`src/logic/rp_pkg.sv`:
```
// analog front end shared definitions
// widths, sample type, bus regions and register offsets
// plus the negative slope code conversion used on both converters

package rp_pkg;

  ////////////////////
  // widths
  ////////////////////

  localparam int unsigned SAMPLE_W  = 14;  // converter sample
  localparam int unsigned ADC_RAW_W = 16;  // raw adc bus, 2 lsb reserved
  localparam int unsigned SYS_AW    = 32;  // system bus address
  localparam int unsigned SYS_DW    = 32;  // system bus data
  localparam int unsigned REGION_N  = 8;   // regions on addr[22:20]
  localparam int unsigned PWM_W     = 8;   // pwm duty value

  typedef logic signed [SAMPLE_W-1:0] sample_t;  // two's complement sample

  // bus regions, indices kept from the full system map
  typedef enum logic [2:0] {
    REG_HK    = 3'd0,  // housekeeping
    REG_FREE1 = 3'd1,
    REG_FREE2 = 3'd2,
    REG_FREE3 = 3'd3,
    REG_AMS   = 3'd4,  // analog mixed signals
    REG_FREE5 = 3'd5,
    REG_FREE6 = 3'd6,
    REG_FREE7 = 3'd7
  } region_e;

  ////////////////////
  // register offsets
  ////////////////////

  localparam logic [SYS_AW-1:0] HK_ID_OFS    = 32'h00;  // id word, read only
  localparam logic [SYS_AW-1:0] HK_LOOP_OFS  = 32'h04;  // digital loop enable
  localparam logic [SYS_AW-1:0] AMS_DUTY_OFS = 32'h20;  // duty of ch0, +4 per ch

  // negative slope code <-> two's complement, msb kept, rest inverted
  // same operation in both directions
  function automatic logic [SAMPLE_W-1:0] slope_flip(input logic [SAMPLE_W-1:0] code);
    return {code[SAMPLE_W-1], ~code[SAMPLE_W-2:0]};
  endfunction

endpackage

```
`src/logic/adc_frontend.sv`:
```
// adc input stage
// registers the 14 usable bits of each raw adc word, converts
// the negative slope code to two's complement and swaps in
// the dac stream while the digital loop is on

`timescale 1ns/1ps

module adc_frontend import rp_pkg::*;
(
  input  logic                 adc_clk,
  input  logic                 rst_n_i,
  // raw converter bus
  input  logic [ADC_RAW_W-1:0] adc_dat_a_i,
  input  logic [ADC_RAW_W-1:0] adc_dat_b_i,
  // loopback
  input  logic                 digital_loop_i,
  input  sample_t              dac_sat_a_i,
  input  sample_t              dac_sat_b_i,
  // converted samples
  output sample_t              adc_a_o,
  output sample_t              adc_b_o
);

  logic [SAMPLE_W-1:0] raw_a_q;  // input registers, neg slope code
  logic [SAMPLE_W-1:0] raw_b_q;
  sample_t             conv_a;   // after slope conversion
  sample_t             conv_b;

  ////////////////////
  // input registers
  ////////////////////

  // lowest 2 bits reserved, dropped here
  always_ff @(posedge adc_clk)
  begin
    if (!rst_n_i)
    begin
      raw_a_q <= '0;
      raw_b_q <= '0;
    end
    else
    begin
      raw_a_q <= adc_dat_a_i[ADC_RAW_W-1:ADC_RAW_W-SAMPLE_W];
      raw_b_q <= adc_dat_b_i[ADC_RAW_W-1:ADC_RAW_W-SAMPLE_W];
    end
  end

  // neg slope unsigned -> two's complement
  assign conv_a = sample_t'(slope_flip(raw_a_q));
  assign conv_b = sample_t'(slope_flip(raw_b_q));

  // loop mux, dac sum passes through in the same cycle
  assign adc_a_o = digital_loop_i ? dac_sat_a_i : conv_a;
  assign adc_b_o = digital_loop_i ? dac_sat_b_i : conv_b;

endmodule

```
`src/logic/ams_regs.sv`:
```
// analog mixed signal registers
// one pwm duty word per channel, starting at AMS_DUTY_OFS
// with a 4 byte stride. duty lives in the low 8 bits

`timescale 1ns/1ps

module ams_regs import rp_pkg::*;
#(
  parameter int unsigned CH_NUM = 4
)(
  input  logic                          adc_clk,
  input  logic                          rst_n_i,
  // system bus, region 4
  input  logic [SYS_AW-1:0]             sys_addr_i,
  input  logic [SYS_DW-1:0]             sys_wdata_i,
  input  logic                          sys_wen_i,
  input  logic                          sys_ren_i,
  output logic [SYS_DW-1:0]             sys_rdata_o,
  output logic                          sys_ack_o,
  output logic                          sys_err_o,
  // duty values to the pwm bank
  output logic [CH_NUM-1:0][PWM_W-1:0]  duty_o
);

  logic [19:0]                    ofs;      // offset inside the region
  logic [CH_NUM-1:0][PWM_W-1:0]   duty_q;
  logic                           ack_q;
  logic [SYS_DW-1:0]              rdata_q;

  assign ofs = sys_addr_i[19:0];

  ////////////////////
  // duty registers
  ////////////////////

  always_ff @(posedge adc_clk)
  begin
    if (!rst_n_i)
    begin
      duty_q <= '0;  // all outputs low
      ack_q  <= 1'b0;
    end
    else
    begin
      ack_q <= sys_wen_i | sys_ren_i;
      for (int ch = 0; ch < CH_NUM; ch++)
        if (sys_wen_i && ofs == 20'(AMS_DUTY_OFS + 4*ch))
          duty_q[ch] <= sys_wdata_i[PWM_W-1:0];  // upper bits ignored
    end
  end

  // read back, zero above the duty and on unmapped offsets
  always_ff @(posedge adc_clk)
  begin
    if (sys_ren_i)
    begin
      rdata_q <= '0;
      for (int ch = 0; ch < CH_NUM; ch++)
        if (ofs == 20'(AMS_DUTY_OFS + 4*ch))
          rdata_q <= SYS_DW'(duty_q[ch]);
    end
  end

  assign sys_rdata_o = rdata_q;
  assign sys_ack_o   = ack_q;
  assign sys_err_o   = 1'b0;
  assign duty_o      = duty_q;

endmodule

```
`src/logic/analog_top.sv`:
```
// analog front end top level
// bus decoder, housekeeping and ams register blocks,
// adc input stage with digital loop, dac output stage
// and the pwm bank, all on adc_clk

`timescale 1ns/1ps

module analog_top import rp_pkg::*;
#(
  parameter logic [SYS_DW-1:0] HK_ID  = 32'h0,
  parameter int unsigned       CH_NUM = 4
)(
  input  logic                 adc_clk,
  input  logic                 rst_n_i,
  // system bus
  input  logic [SYS_AW-1:0]    sys_addr_i,
  input  logic [SYS_DW-1:0]    sys_wdata_i,
  input  logic                 sys_wen_i,
  input  logic                 sys_ren_i,
  output logic [SYS_DW-1:0]    sys_rdata_o,
  output logic                 sys_ack_o,
  output logic                 sys_err_o,
  // converters and streams
  input  logic [ADC_RAW_W-1:0] adc_dat_a_i,
  input  logic [ADC_RAW_W-1:0] adc_dat_b_i,
  input  sample_t              asg_a_i,
  input  sample_t              asg_b_i,
  input  sample_t              pid_a_i,
  input  sample_t              pid_b_i,
  output sample_t              adc_a_o,
  output sample_t              adc_b_o,
  output logic [SAMPLE_W-1:0]  dac_a_o,
  output logic [SAMPLE_W-1:0]  dac_b_o,
  output logic [CH_NUM-1:0]    pwm_o
);

  logic                         hk_wen, hk_ren, hk_ack, hk_err;
  logic                         ams_wen, ams_ren, ams_ack, ams_err;
  logic [SYS_DW-1:0]            hk_rdata, ams_rdata;
  logic                         digital_loop;
  sample_t                      dac_sat_a, dac_sat_b;
  logic [CH_NUM-1:0][PWM_W-1:0] duty;

  ////////////////////
  // bus and registers
  ////////////////////

  sys_bus_decoder i_dec (
    .adc_clk     (adc_clk),     .rst_n_i   (rst_n_i),
    .sys_addr_i  (sys_addr_i),  .sys_wen_i (sys_wen_i),  .sys_ren_i (sys_ren_i),
    .sys_rdata_o (sys_rdata_o), .sys_ack_o (sys_ack_o),  .sys_err_o (sys_err_o),
    .hk_wen_o    (hk_wen),      .hk_ren_o  (hk_ren),
    .hk_rdata_i  (hk_rdata),    .hk_ack_i  (hk_ack),     .hk_err_i  (hk_err),
    .ams_wen_o   (ams_wen),     .ams_ren_o (ams_ren),
    .ams_rdata_i (ams_rdata),   .ams_ack_i (ams_ack),    .ams_err_i (ams_err)
  );

  hk_regs #(.HK_ID(HK_ID)) i_hk (
    .adc_clk     (adc_clk),     .rst_n_i     (rst_n_i),
    .sys_addr_i  (sys_addr_i),  .sys_wdata_i (sys_wdata_i),
    .sys_wen_i   (hk_wen),      .sys_ren_i   (hk_ren),
    .sys_rdata_o (hk_rdata),    .sys_ack_o   (hk_ack),  .sys_err_o (hk_err),
    .digital_loop_o (digital_loop)
  );

  ams_regs #(.CH_NUM(CH_NUM)) i_ams (
    .adc_clk     (adc_clk),     .rst_n_i     (rst_n_i),
    .sys_addr_i  (sys_addr_i),  .sys_wdata_i (sys_wdata_i),
    .sys_wen_i   (ams_wen),     .sys_ren_i   (ams_ren),
    .sys_rdata_o (ams_rdata),   .sys_ack_o   (ams_ack), .sys_err_o (ams_err),
    .duty_o      (duty)
  );

  ////////////////////
  // data paths
  ////////////////////

  adc_frontend i_adc (
    .adc_clk        (adc_clk),      .rst_n_i     (rst_n_i),
    .adc_dat_a_i    (adc_dat_a_i),  .adc_dat_b_i (adc_dat_b_i),
    .digital_loop_i (digital_loop),
    .dac_sat_a_i    (dac_sat_a),    .dac_sat_b_i (dac_sat_b),
    .adc_a_o        (adc_a_o),      .adc_b_o     (adc_b_o)
  );

  dac_output i_dac (
    .adc_clk     (adc_clk),    .rst_n_i     (rst_n_i),
    .asg_a_i     (asg_a_i),    .asg_b_i     (asg_b_i),
    .pid_a_i     (pid_a_i),    .pid_b_i     (pid_b_i),
    .dac_sat_a_o (dac_sat_a),  .dac_sat_b_o (dac_sat_b),  // loop source
    .dac_a_o     (dac_a_o),    .dac_b_o     (dac_b_o)
  );

  pwm_bank #(.CH_NUM(CH_NUM)) i_pwm (
    .adc_clk (adc_clk),
    .rst_n_i (rst_n_i),
    .duty_i  (duty),
    .pwm_o   (pwm_o)
  );

endmodule

```
`src/logic/dac_output.sv`:
```
// dac output stage
// adds generator and controller streams per channel,
// saturates the sum to 14 bits and registers its
// negative slope offset code for the converter

`timescale 1ns/1ps

module dac_output import rp_pkg::*;
(
  input  logic                adc_clk,
  input  logic                rst_n_i,
  // streams to add
  input  sample_t             asg_a_i,
  input  sample_t             asg_b_i,
  input  sample_t             pid_a_i,
  input  sample_t             pid_b_i,
  // saturated sums, to the loop mux
  output sample_t             dac_sat_a_o,
  output sample_t             dac_sat_b_o,
  // converter code
  output logic [SAMPLE_W-1:0] dac_a_o,
  output logic [SAMPLE_W-1:0] dac_b_o
);

  logic signed [SAMPLE_W:0] sum_a;  // one guard bit
  logic signed [SAMPLE_W:0] sum_b;
  logic [SAMPLE_W-1:0]      dac_a_q;
  logic [SAMPLE_W-1:0]      dac_b_q;

  // clip to -8192..8191 when the two top bits disagree
  function automatic sample_t saturate(input logic signed [SAMPLE_W:0] sum);
    if (sum[SAMPLE_W] != sum[SAMPLE_W-1])
      return {sum[SAMPLE_W], {(SAMPLE_W-1){~sum[SAMPLE_W]}}};
    return sum[SAMPLE_W-1:0];
  endfunction

  ////////////////////
  // sum and clip
  ////////////////////

  assign sum_a = asg_a_i + pid_a_i;  // signed, extended to 15 bits
  assign sum_b = asg_b_i + pid_b_i;

  assign dac_sat_a_o = saturate(sum_a);
  assign dac_sat_b_o = saturate(sum_b);

  // output registers, 0x1fff is mid scale
  always_ff @(posedge adc_clk)
  begin
    if (!rst_n_i)
    begin
      dac_a_q <= {1'b0, {(SAMPLE_W-1){1'b1}}};
      dac_b_q <= {1'b0, {(SAMPLE_W-1){1'b1}}};
    end
    else
    begin
      dac_a_q <= slope_flip(dac_sat_a_o);
      dac_b_q <= slope_flip(dac_sat_b_o);
    end
  end

  assign dac_a_o = dac_a_q;
  assign dac_b_o = dac_b_q;

endmodule

```
`src/logic/hk_regs.sv`:
```
// housekeeping registers
// id word (read only) and the digital loop enable.
// ack follows the strobe by one cycle

`timescale 1ns/1ps

module hk_regs import rp_pkg::*;
#(
  parameter logic [SYS_DW-1:0] HK_ID = 32'h0
)(
  input  logic              adc_clk,
  input  logic              rst_n_i,
  // system bus, region 0
  input  logic [SYS_AW-1:0] sys_addr_i,
  input  logic [SYS_DW-1:0] sys_wdata_i,
  input  logic              sys_wen_i,
  input  logic              sys_ren_i,
  output logic [SYS_DW-1:0] sys_rdata_o,
  output logic              sys_ack_o,
  output logic              sys_err_o,
  // configuration
  output logic              digital_loop_o
);

  logic [19:0]       ofs;      // offset inside the region
  logic              loop_q;   // loop enable bit
  logic              ack_q;
  logic [SYS_DW-1:0] rdata_q;

  assign ofs = sys_addr_i[19:0];

  ////////////////////
  // control registers
  ////////////////////

  always_ff @(posedge adc_clk)
  begin
    if (!rst_n_i)
    begin
      loop_q <= 1'b0;
      ack_q  <= 1'b0;
    end
    else
    begin
      ack_q <= sys_wen_i | sys_ren_i;  // one cycle after strobe
      if (sys_wen_i && ofs == HK_LOOP_OFS[19:0])
        loop_q <= sys_wdata_i[0];
    end
  end

  // read data, unmapped offsets give 0
  always_ff @(posedge adc_clk)
  begin
    if (sys_ren_i)
    begin
      case (ofs)
        HK_ID_OFS[19:0]:   rdata_q <= HK_ID;
        HK_LOOP_OFS[19:0]: rdata_q <= {{(SYS_DW-1){1'b0}}, loop_q};
        default:           rdata_q <= '0;
      endcase
    end
  end

  assign sys_rdata_o    = rdata_q;
  assign sys_ack_o      = ack_q;
  assign sys_err_o      = 1'b0;    // nothing here can fail
  assign digital_loop_o = loop_q;

endmodule

```
`src/logic/pwm_bank.sv`:
```
// pwm output bank
// one free running 8 bit counter shared by all channels,
// each output high while the counter is below its duty,
// so duty d gives d high cycles out of 256

`timescale 1ns/1ps

module pwm_bank import rp_pkg::*;
#(
  parameter int unsigned CH_NUM = 4
)(
  input  logic                         adc_clk,
  input  logic                         rst_n_i,
  input  logic [CH_NUM-1:0][PWM_W-1:0] duty_i,
  output logic [CH_NUM-1:0]            pwm_o
);

  logic [PWM_W-1:0]  cnt_q;  // period counter, wraps at 256
  logic [CH_NUM-1:0] pwm_q;

  always_ff @(posedge adc_clk)
  begin
    if (!rst_n_i)
    begin
      cnt_q <= '0;
      pwm_q <= '0;
    end
    else
    begin
      cnt_q <= cnt_q + 1'b1;
      for (int ch = 0; ch < CH_NUM; ch++)
        pwm_q[ch] <= (cnt_q < duty_i[ch]);  // new duty picked up at once
    end
  end

  assign pwm_o = pwm_q;  // registered, glitch free

endmodule

```
`src/logic/sys_bus_decoder.sv`:
```
// system bus decoder
// splits the address space into eight regions on addr[22:20],
// fans the strobes out to the selected block and merges the replies.
// unused regions answer in the strobe cycle with zero data

`timescale 1ns/1ps

module sys_bus_decoder import rp_pkg::*;
(
  input  logic              adc_clk,
  input  logic              rst_n_i,
  // bus from outside
  input  logic [SYS_AW-1:0] sys_addr_i,
  input  logic              sys_wen_i,
  input  logic              sys_ren_i,
  output logic [SYS_DW-1:0] sys_rdata_o,
  output logic              sys_ack_o,
  output logic              sys_err_o,
  // housekeeping block
  output logic              hk_wen_o,
  output logic              hk_ren_o,
  input  logic [SYS_DW-1:0] hk_rdata_i,
  input  logic              hk_ack_i,
  input  logic              hk_err_i,
  // ams block
  output logic              ams_wen_o,
  output logic              ams_ren_o,
  input  logic [SYS_DW-1:0] ams_rdata_i,
  input  logic              ams_ack_i,
  input  logic              ams_err_i
);

  region_e             region;    // decoded from current address
  region_e             region_q;  // region of the open transfer
  region_e             sel;       // region whose reply goes back
  logic [REGION_N-1:0] cs;        // one-hot chip select
  logic                pend_q;    // transfer open on a registered block

  assign region = region_e'(sys_addr_i[22:20]);
  assign cs     = {{(REGION_N-1){1'b0}}, 1'b1} << region;

  // strobe fan-out
  assign hk_wen_o  = sys_wen_i & cs[REG_HK];
  assign hk_ren_o  = sys_ren_i & cs[REG_HK];
  assign ams_wen_o = sys_wen_i & cs[REG_AMS];
  assign ams_ren_o = sys_ren_i & cs[REG_AMS];

  ////////////////////
  // transfer tracking
  ////////////////////

  always_ff @(posedge adc_clk)
  begin
    if (!rst_n_i)
    begin
      pend_q   <= 1'b0;
      region_q <= REG_HK;
    end
    else if (hk_wen_o | hk_ren_o | ams_wen_o | ams_ren_o)
    begin
      pend_q   <= 1'b1;    // block acks next cycle
      region_q <= region;
    end
    else if (sys_ack_o)
      pend_q <= 1'b0;      // done
  end

  assign sel = pend_q ? region_q : region;

  // reply merge
  always_comb
  begin
    sys_rdata_o = '0;
    sys_ack_o   = 1'b0;
    sys_err_o   = 1'b0;
    case (sel)
      REG_HK:
      begin
        sys_rdata_o = hk_rdata_i;
        sys_ack_o   = pend_q & hk_ack_i;  // only acks of our own transfer
        sys_err_o   = pend_q & hk_err_i;
      end
      REG_AMS:
      begin
        sys_rdata_o = ams_rdata_i;
        sys_ack_o   = pend_q & ams_ack_i;
        sys_err_o   = pend_q & ams_err_i;
      end
      default: sys_ack_o = sys_wen_i | sys_ren_i;  // free region, same cycle
    endcase
  end

endmodule

```
`config.mk`:
```
export PLATFORM = sky130hd
export DESIGN_NAME = analog_top
export DESIGN_NICKNAME = d
export VERILOG_FILES = /design/src/logic/rp_pkg.sv /design/src/logic/adc_frontend.sv /design/src/logic/ams_regs.sv /design/src/logic/analog_top.sv /design/src/logic/dac_output.sv /design/src/logic/hk_regs.sv /design/src/logic/pwm_bank.sv /design/src/logic/sys_bus_decoder.sv
export SDC_FILE = /design/constraint.sdc
export NUM_CORES = 1
export LEC_CHECK = 0
export BUFFER_PORTS_ARGS = -buffer_cell sky130_fd_sc_hd__buf_2
export CORE_MARGIN = 3
export CORE_UTILIZATION = 30
export CTS_BUF_LIST = sky130_fd_sc_hd__clkbuf_4 sky130_fd_sc_hd__clkbuf_8
export CTS_CLUSTER_DIAMETER = 120
export DETAILED_ROUTE_END_ITERATION = 12
export PLACE_DENSITY = 0.58
export SLEW_MARGIN = 20
export SYNTH_ARGS = -nofsm -noshare
export SYNTH_HDL_FRONTEND = slang
export SYNTH_SLANG_ARGS = --single-unit
```
`constraint.sdc`:
```
create_clock -name adc_clk -period 3.09 [get_ports adc_clk]
set_input_delay 0.1545 -clock adc_clk [delete_from_list [all_inputs] [get_ports adc_clk]]
set_output_delay 0.1545 -clock adc_clk [all_outputs]
set_load 0.05 [all_outputs]
```
==> results of run 1 <==
repair_timing:
item                                    in CTS  in global routing
gates resized for setup                      0                 10
endpoints found under the setup margin       0                 19
hold buffers                                39                  0
buffers inserted                             0                  2
hold endpoints to repair                    58                  0
layer usage:
layer	global-route usage (%)	vias to the layer above	share of wire, %
met5	0	-	0
met4	3.74	0	0.86
met3	3.19	14	4.5
met2	25.3	138	49
met1	19.0	2656	46
li1	-	2894	-
cells in the mapped netlist, types with 3 or more instances:
cell	count
a31oi_1	5
nand3_1	15
xor2_1	12
mux4_2	8
a21oi_1	46
nor2_1	62
a21o_1	32
nand2_1	14
o21ai_1	4
dfxtp_1	107
o21bai_1	5
a211o_1	4
buf_4	26
o21ai_0	22
and3_1	7
edfxtp_1	9
and2b_2	8
and2_1	39
ha_1	57
nand2b_1	23
clkbuf_1	14
a211oi_1	7
mux2i_1	57
buf_1	3
or2_2	3
buf_6	4
buf_2	3
inv_1	35
xnor2_1	16
o2bb2ai_1	3
nor2b_1	5
where the power goes:
group | leakage (uW) | switching (uW) | internal, uW
registers | 0.000952 | 29.7 | 1610
logic | 0.00278 | 877 | 474
clock network | 0.000203 | 770 | 697
registers in the layout, indices dropped and copies added, names as in the netlist, 3 cells and up:
| register | count |
|---|---|
| i_ams.duty_o | 32 |
| i_dac.dac_a_o | 14 |
| i_ams.sys_rdata_o | 8 |
| i_dec.region_q | 3 |
| i_pwm.cnt_q | 8 |
| i_pwm.pwm_o | 4 |
| i_dac.dac_b_o | 14 |
| i_adc.raw_a_q | 14 |
| i_adc.raw_b_q | 14 |
per-stage QoR:
stage	cells	TNS, ns	area (sq um)	power (uW)	worst slack [ns]
final	1234	0	8830	4450	0.149
after global routing	1234	-0.0944	8830	4700	-0.0392
after CTS	1231	0	8740	4470	0.0150
after detailed placement	1160	0	7950	2940	0.00480
after global placement	1160	0	7950	2940	0.0158
after floorplan	727	0	6850	2620	0.0454
worst paths after layout:
kind | from | end | slack, ns | cells after the start
max | asg_b_i[0] | adc_b_o[1] | 0.15 | 13
min reg2reg | i_dec.region_q[0] | i_dec.region_q[0] | 0.48 | 1
max reg2reg | i_dec.pend_q | i_dec.pend_q | 0.98 | 7
min | sys_ren_i | i_ams.sys_ack_o | 0.05 | 3
final cells by class:
type	instances	area [sq um]	area share (%)
flip-flops and latches	116	2410	27.3
inverters	35	131	1.49
multi-input cells	526	4040	45.8
clock buffers	18	248	2.81
well taps	280	350	3.97
clock inverters	14	150	1.70
repair buffers	245	1490	16.9
cells by family after synthesis:
family / synth area share, %
buffers and inverters: 6.80
adder cells (fa/ha/maj): 11.3
AO/OA/AOI/OAI: 14.3
other: 0.0555
flip-flops: 35.7
multiplexers: 11.3
XOR/XNOR: 3.63
AND/OR/NAND/NOR: 17.0
critical path: stages:
cell and delay [ns]:
buf_2 0.10, ha_1 0.23, fa_1 0.45, a211oi_2 0.24
o21ai_1 0.17, a211oi_1 0.32, o31a_1 0.23, buf_4 0.14
nor3_4 0.04, buf_12 0.16, a21oi_1 0.22, mux2i_1 0.11
buf_2 0.22
==> results.md, run 1 <==
- CTS tree: built
- Die Span Y: 156 um
- Post-synth top area share: 31.7%
- Outcome: complete, no violations
- Max H-tree Level: 4
- Nets: 1156
- Count of cell types in the netlist: 73
- Most common cell after layout, fill and taps aside: buf_2
- Number of synthesized register bits: roughly 120
- Critical Path Sink Type: output pin
- Ports: 250
- Finished Core Util: 40.2%
- GRT overflow: 0
- Ys flop type: dfxtp_1
- Routed Wire Length: 18500 um
- Worst slew pin tran: approximately 1 ns
- Startpoint class of the critical path: input port
- Die width: about 160 um
- Clock transition at path regs: ~0.08 ns
- Initial antenna violation count: 0
- Post-synth EDFFs: 9
- CP required: 2.94 ns
- First-pass GRT wire length: 28800 um
- Initial Util: 30.8%
- Area delta synth->final: 30.7%
- Core area: 22000 sq um
- Num CTS Buffers: 17
- Vias in the first global route: approximately 5700
- Pleak: 0.00394 uW
- Antenna cells: 0
- Hold crit path type: input port to register
- Synth area leaders: dfxtp_1 (32%), ha_1 (11%), mux2i_1 (8.4%), edfxtp_1 (4.0%), and2_1 (3.6%)
- Peak VDD IR: approximately 0.22 mV
- Post-DP HPWL: 13600 um
- Vias per inst: roughly 4.6
- DIE AREA: 24400 sq um
- WL per Instance: ~15 um
- # port buffers: 187
- DRT Pass-1 Iters: 4
- Core Rows: 54
- Commonest non-fill, non-tap cells in the layout: buf_2 (187), dfxtp_1 (106), nor2_1 (62)
- Remaining antenna violation count: 0
- Skew final: 0.0137 ns
- Minimum clock period: 2.94 ns
- Starting DRT DRC Count: about 210
- Syn Area/Cell: 9.61 sq um
- Clock Tree Root: clkbuf_8
- Slew margin rel.: between 30% and 40%
- Hold violation total from the final report: 0
- CP Max Fanout: 10
- Total global-route track usage: 14.8%
- Fraction of layout cells with a size suffix above 1: 29.9%
- Fillers: 2192
- WHS: 0.0501 ns
- Sequential fraction of the synthesis area: a little over a third
- Sink Count: approximately 120
- Maximum clock path buffer count: 2
- Worst skew pair latency: roughly 0.44 ns
- Via count: 5702
- Syn. warnings: 0
- Achievable Freq: between 0.3 and 0.4 GHz
- GP Congestion: 0.841
- CP Data Arrival Time: between 2 and 3 ns
- Largest area contributor in the synthesized netlist: dfxtp_1
- Max-cap violations: 0
- WS Path Type: input port to output pin
- Unrepaired setup endpoints after global routing: true
- DRC Markers: 0
- Ys async rst share: 0%
- Fin crit share: 95.2%
- Max Slew Vio Count: 0
- Cells after Synth: approximately 700
- Endpoints failing setup: 0
- Largest net degree at the start of global routing: 58
- Cell Area, Synth: 6760 sq um
- PwrDens: 504 nW/um^2
No activity file was read; power rests on OpenSTA's default activity.
==> run 2, diff against run 1 <==
--- a/config.mk
+++ b/config.mk
@@ -6,6 +6,7 @@
 export NUM_CORES = 1
 export LEC_CHECK = 0
 export BUFFER_PORTS_ARGS = -buffer_cell sky130_fd_sc_hd__buf_2
+export CORE_ASPECT_RATIO = 1.2
 export CORE_MARGIN = 3
 export CORE_UTILIZATION = 30
 export CTS_BUF_LIST = sky130_fd_sc_hd__clkbuf_4 sky130_fd_sc_hd__clkbuf_8
==> results.md, run 2 (synthesis gave the netlist of run 1 again) <==
- PwrDens: 498 nW/um^2 (-1.2%)
- CTS tree: built
- Critical Path Sink Type: output pin
- Post-DP HPWL: 14000 um (+3.5%)
- Skew final: 0.0146 ns (+0.000895 ns)
- Max Slew Vio Count: 0 (unchanged)
- First-pass GRT wire length: 28000 um (-2.9%)
- Antenna cells: 0 (unchanged)
- Worst Reg-to-Reg Cells: 7 (unchanged)
- Worst r2r src: i_dec.pend_q
- Core Rows: 59 (+9.3%)
- Die Span Y: 170 um (+9.2%)
- Routed Wire Length: 18300 um (-1.3%)
- Nets: 1156 (unchanged)
- Core area: 21900 sq um (-0.15%)
- Maximum clock path buffer count: 2 (unchanged)
- Unrepaired setup endpoints after global routing: false
- Slew margin rel.: 34.4% (+3.1 points)
- Endpoints failing setup: 0 (unchanged)
- Commonest non-fill, non-tap cells in the layout: buf_2 (186), dfxtp_1 (106), nor2_1 (62)
- DIE AREA: 24400 sq um (about the same)
- Peak VDD IR: 0.231 mV (+5.4%)
- # port buffers: 187 (unchanged)
- Minimum clock period: 2.93 ns (-0.0132 ns)
- DRT Pass-1 Iters: 5 (+1)
- R2r endpoint: i_dec.pend_q
- Largest net degree at the start of global routing: 58 (unchanged)
- Fillers: 2216 (+1.1%)
- Max H-tree Level: 4 (unchanged)
- Fin area: 8760 sq um (-0.85%)
- Setup TNS: 0 ns (unchanged)
- Max layer used: met4
- Pleak: 0.00391 uW (-0.62%)
- GRT overflow: 0 (unchanged)
- Clock Tree Root: clkbuf_8
- Reg2Reg Setup Slack: 1.06 ns (+0.08 ns)
- Max-cap violations: 0 (unchanged)
- DR WL met2: 9340 um (+3.5%)
- Crit path from: asg_b_i[0]
- CP Max Fanout: 3 (-7)
- CP delay by family, top: adder cells
- Worst Setup EP: adc_b_o[12]
- DRC Markers: 0 (unchanged)
- Fraction of layout cells with a size suffix above 1: 29.6% (-0.31 points)
- Slowest stage delay, CP: 0.43 ns (-0.02 ns)
- Num CTS Buffers: 17 (unchanged)
- Remaining antenna violation count: 0 (unchanged)
- Worst slew pin tran: 0.983 ns (-0.0406 ns)
- CP required: 2.94 ns (about the same)
- Cells along the critical path: buf_2 > ha_1 > fa_1 > a211oi_2 > o21ai_1 > a2111oi_0 > nor2_1 > xnor2_1 > maj3_2 > mux2i_1 > clkbuf_4
- Area delta synth->final: 29.6%
- Initial Util: 30.8% (+0.047 points)
- Crit path max-delay cell type: a2111oi_0
- Startpoint class of the critical path: input port
- Most common cell after layout, fill and taps aside: buf_2
- Fin crit share: 94.8% (-0.43 points)
- Worst skew pair latency: 0.45 ns (about the same)
- Hold crit path type: input port to register
- Max reg flops: 32 (unchanged)
- Worst Path Buf+Inv: 2 (-2)
- Area of the multi-input gates: 4000 sq um (-0.99%)
- Fin cells: 1228 (-0.49%)
- M1 wire length: 7810 um (-8.0%)
- CP Data Arrival Time: 2.77 ns (-0.02 ns)
- Via count: 5685 (-0.30%)
- Achievable Freq: 0.342 GHz (+0.45%)
- Initial antenna violation count: 0 (unchanged)
- Total placed instance area: 7950 sq um (about the same)
- Outcome: complete, no violations
- Total global-route track usage: 14.6% (-0.17 points)
- Die width: 143 um (-8.4%)
- Cells after DPL: 1157 (-0.26%)
- WL per Instance: 14.9 um (-0.80%)
- Starting DRT DRC Count: 176 (-15%)
- Crit path depth: 11 (-2)
- Hold violation total from the final report: 0 (unchanged)
- WL met3: 865 um (+4.2%)
- Clock transition at path regs: 0.08 ns (about the same)
- Ports: 250 (unchanged)
- Vias in the first global route: 5710 (+0.55%)
- FF/Latch Area: 2410 sq um (unchanged)
- Vias per inst: 4.63 (+0.19%)
- Sink Count: 116 (unchanged)
- WS Path Type: input port to output pin
- GP Congestion: 0.835 (-0.69%)
## run 2: worst reg2reg max path, cell delays in order (launching register included)
cell and delay, ns:
dfxtp_1 0.37, or3b_2 0.47, a21boi_0 0.17, nor2_1 0.32, nor2_1 0.09, o31ai_1 0.28, or2_2 0.16, a21oi_1 0.06
## run 2: repair_timing
action | 4_1_cts | 5_1_grt
gates resized for setup | 0 | 6
hold endpoints to repair | 63 | 0
setup buffers | 0 | 0
endpoints found under the setup margin | 0 | 22
hold buffers | 39 | 0
## run 2: final cells by class
cell class,instances,share of cell area [%]
Clock buffer,18,2.76
Clock inverter,14,1.64
Inverter,35,1.50
Multi-Input combinational cell,525,45.7
Sequential cell,116,27.6
Tap cell,274,3.92
Timing Repair Buffer,246,16.9
## run 2: metrics by stage
step	utilization [%]	total power, uW	hold WS, ns	setup WS, ns
2_1_floorplan	-	2620	0.231	0.0454
5_1_grt	39.9	4600	0.0424	0.00722
4_1_cts	39.8	4420	0.00798	0.0000908
3_3_place_gp	36.3	2940	0.355	0.0661
3_5_place_dp	36.3	2950	0.359	0.0199
6_report	39.9	4360	0.0441	0.162
## run 2: metal layers
metal  track usage (%)  up-vias
met5                 0        -
met2              26.8      155
li1                  -     2891
met1              17.0     2622
met3              3.34       17
met4              4.13        0
## run 2: how the worst min path moves through the flow
stage / slack [ns] / cells after the start / from / end
2_1_floorplan: 0.23 / 1 / sys_addr_i[22] / i_hk.sys_ack_o
3_3_place_gp: 0.35 / 2 / sys_addr_i[21] / i_hk.sys_ack_o
3_5_place_dp: 0.36 / 2 / sys_addr_i[21] / i_hk.sys_ack_o
4_1_cts: 0.008 / 4 / sys_addr_i[20] / i_ams.sys_ack_o
5_1_grt: 0.04 / 4 / sys_addr_i[20] / i_ams.sys_ack_o
6_report: 0.04 / 4 / sys_addr_i[20] / i_ams.sys_ack_o
## run 2: power by group
part	leakage [uW]	internal (uW)	switching (uW)
sequential	0.000952	1610	29.0
clock	0.000190	670	739
combinational	0.00277	458	860
total	0.00391	2740	1630
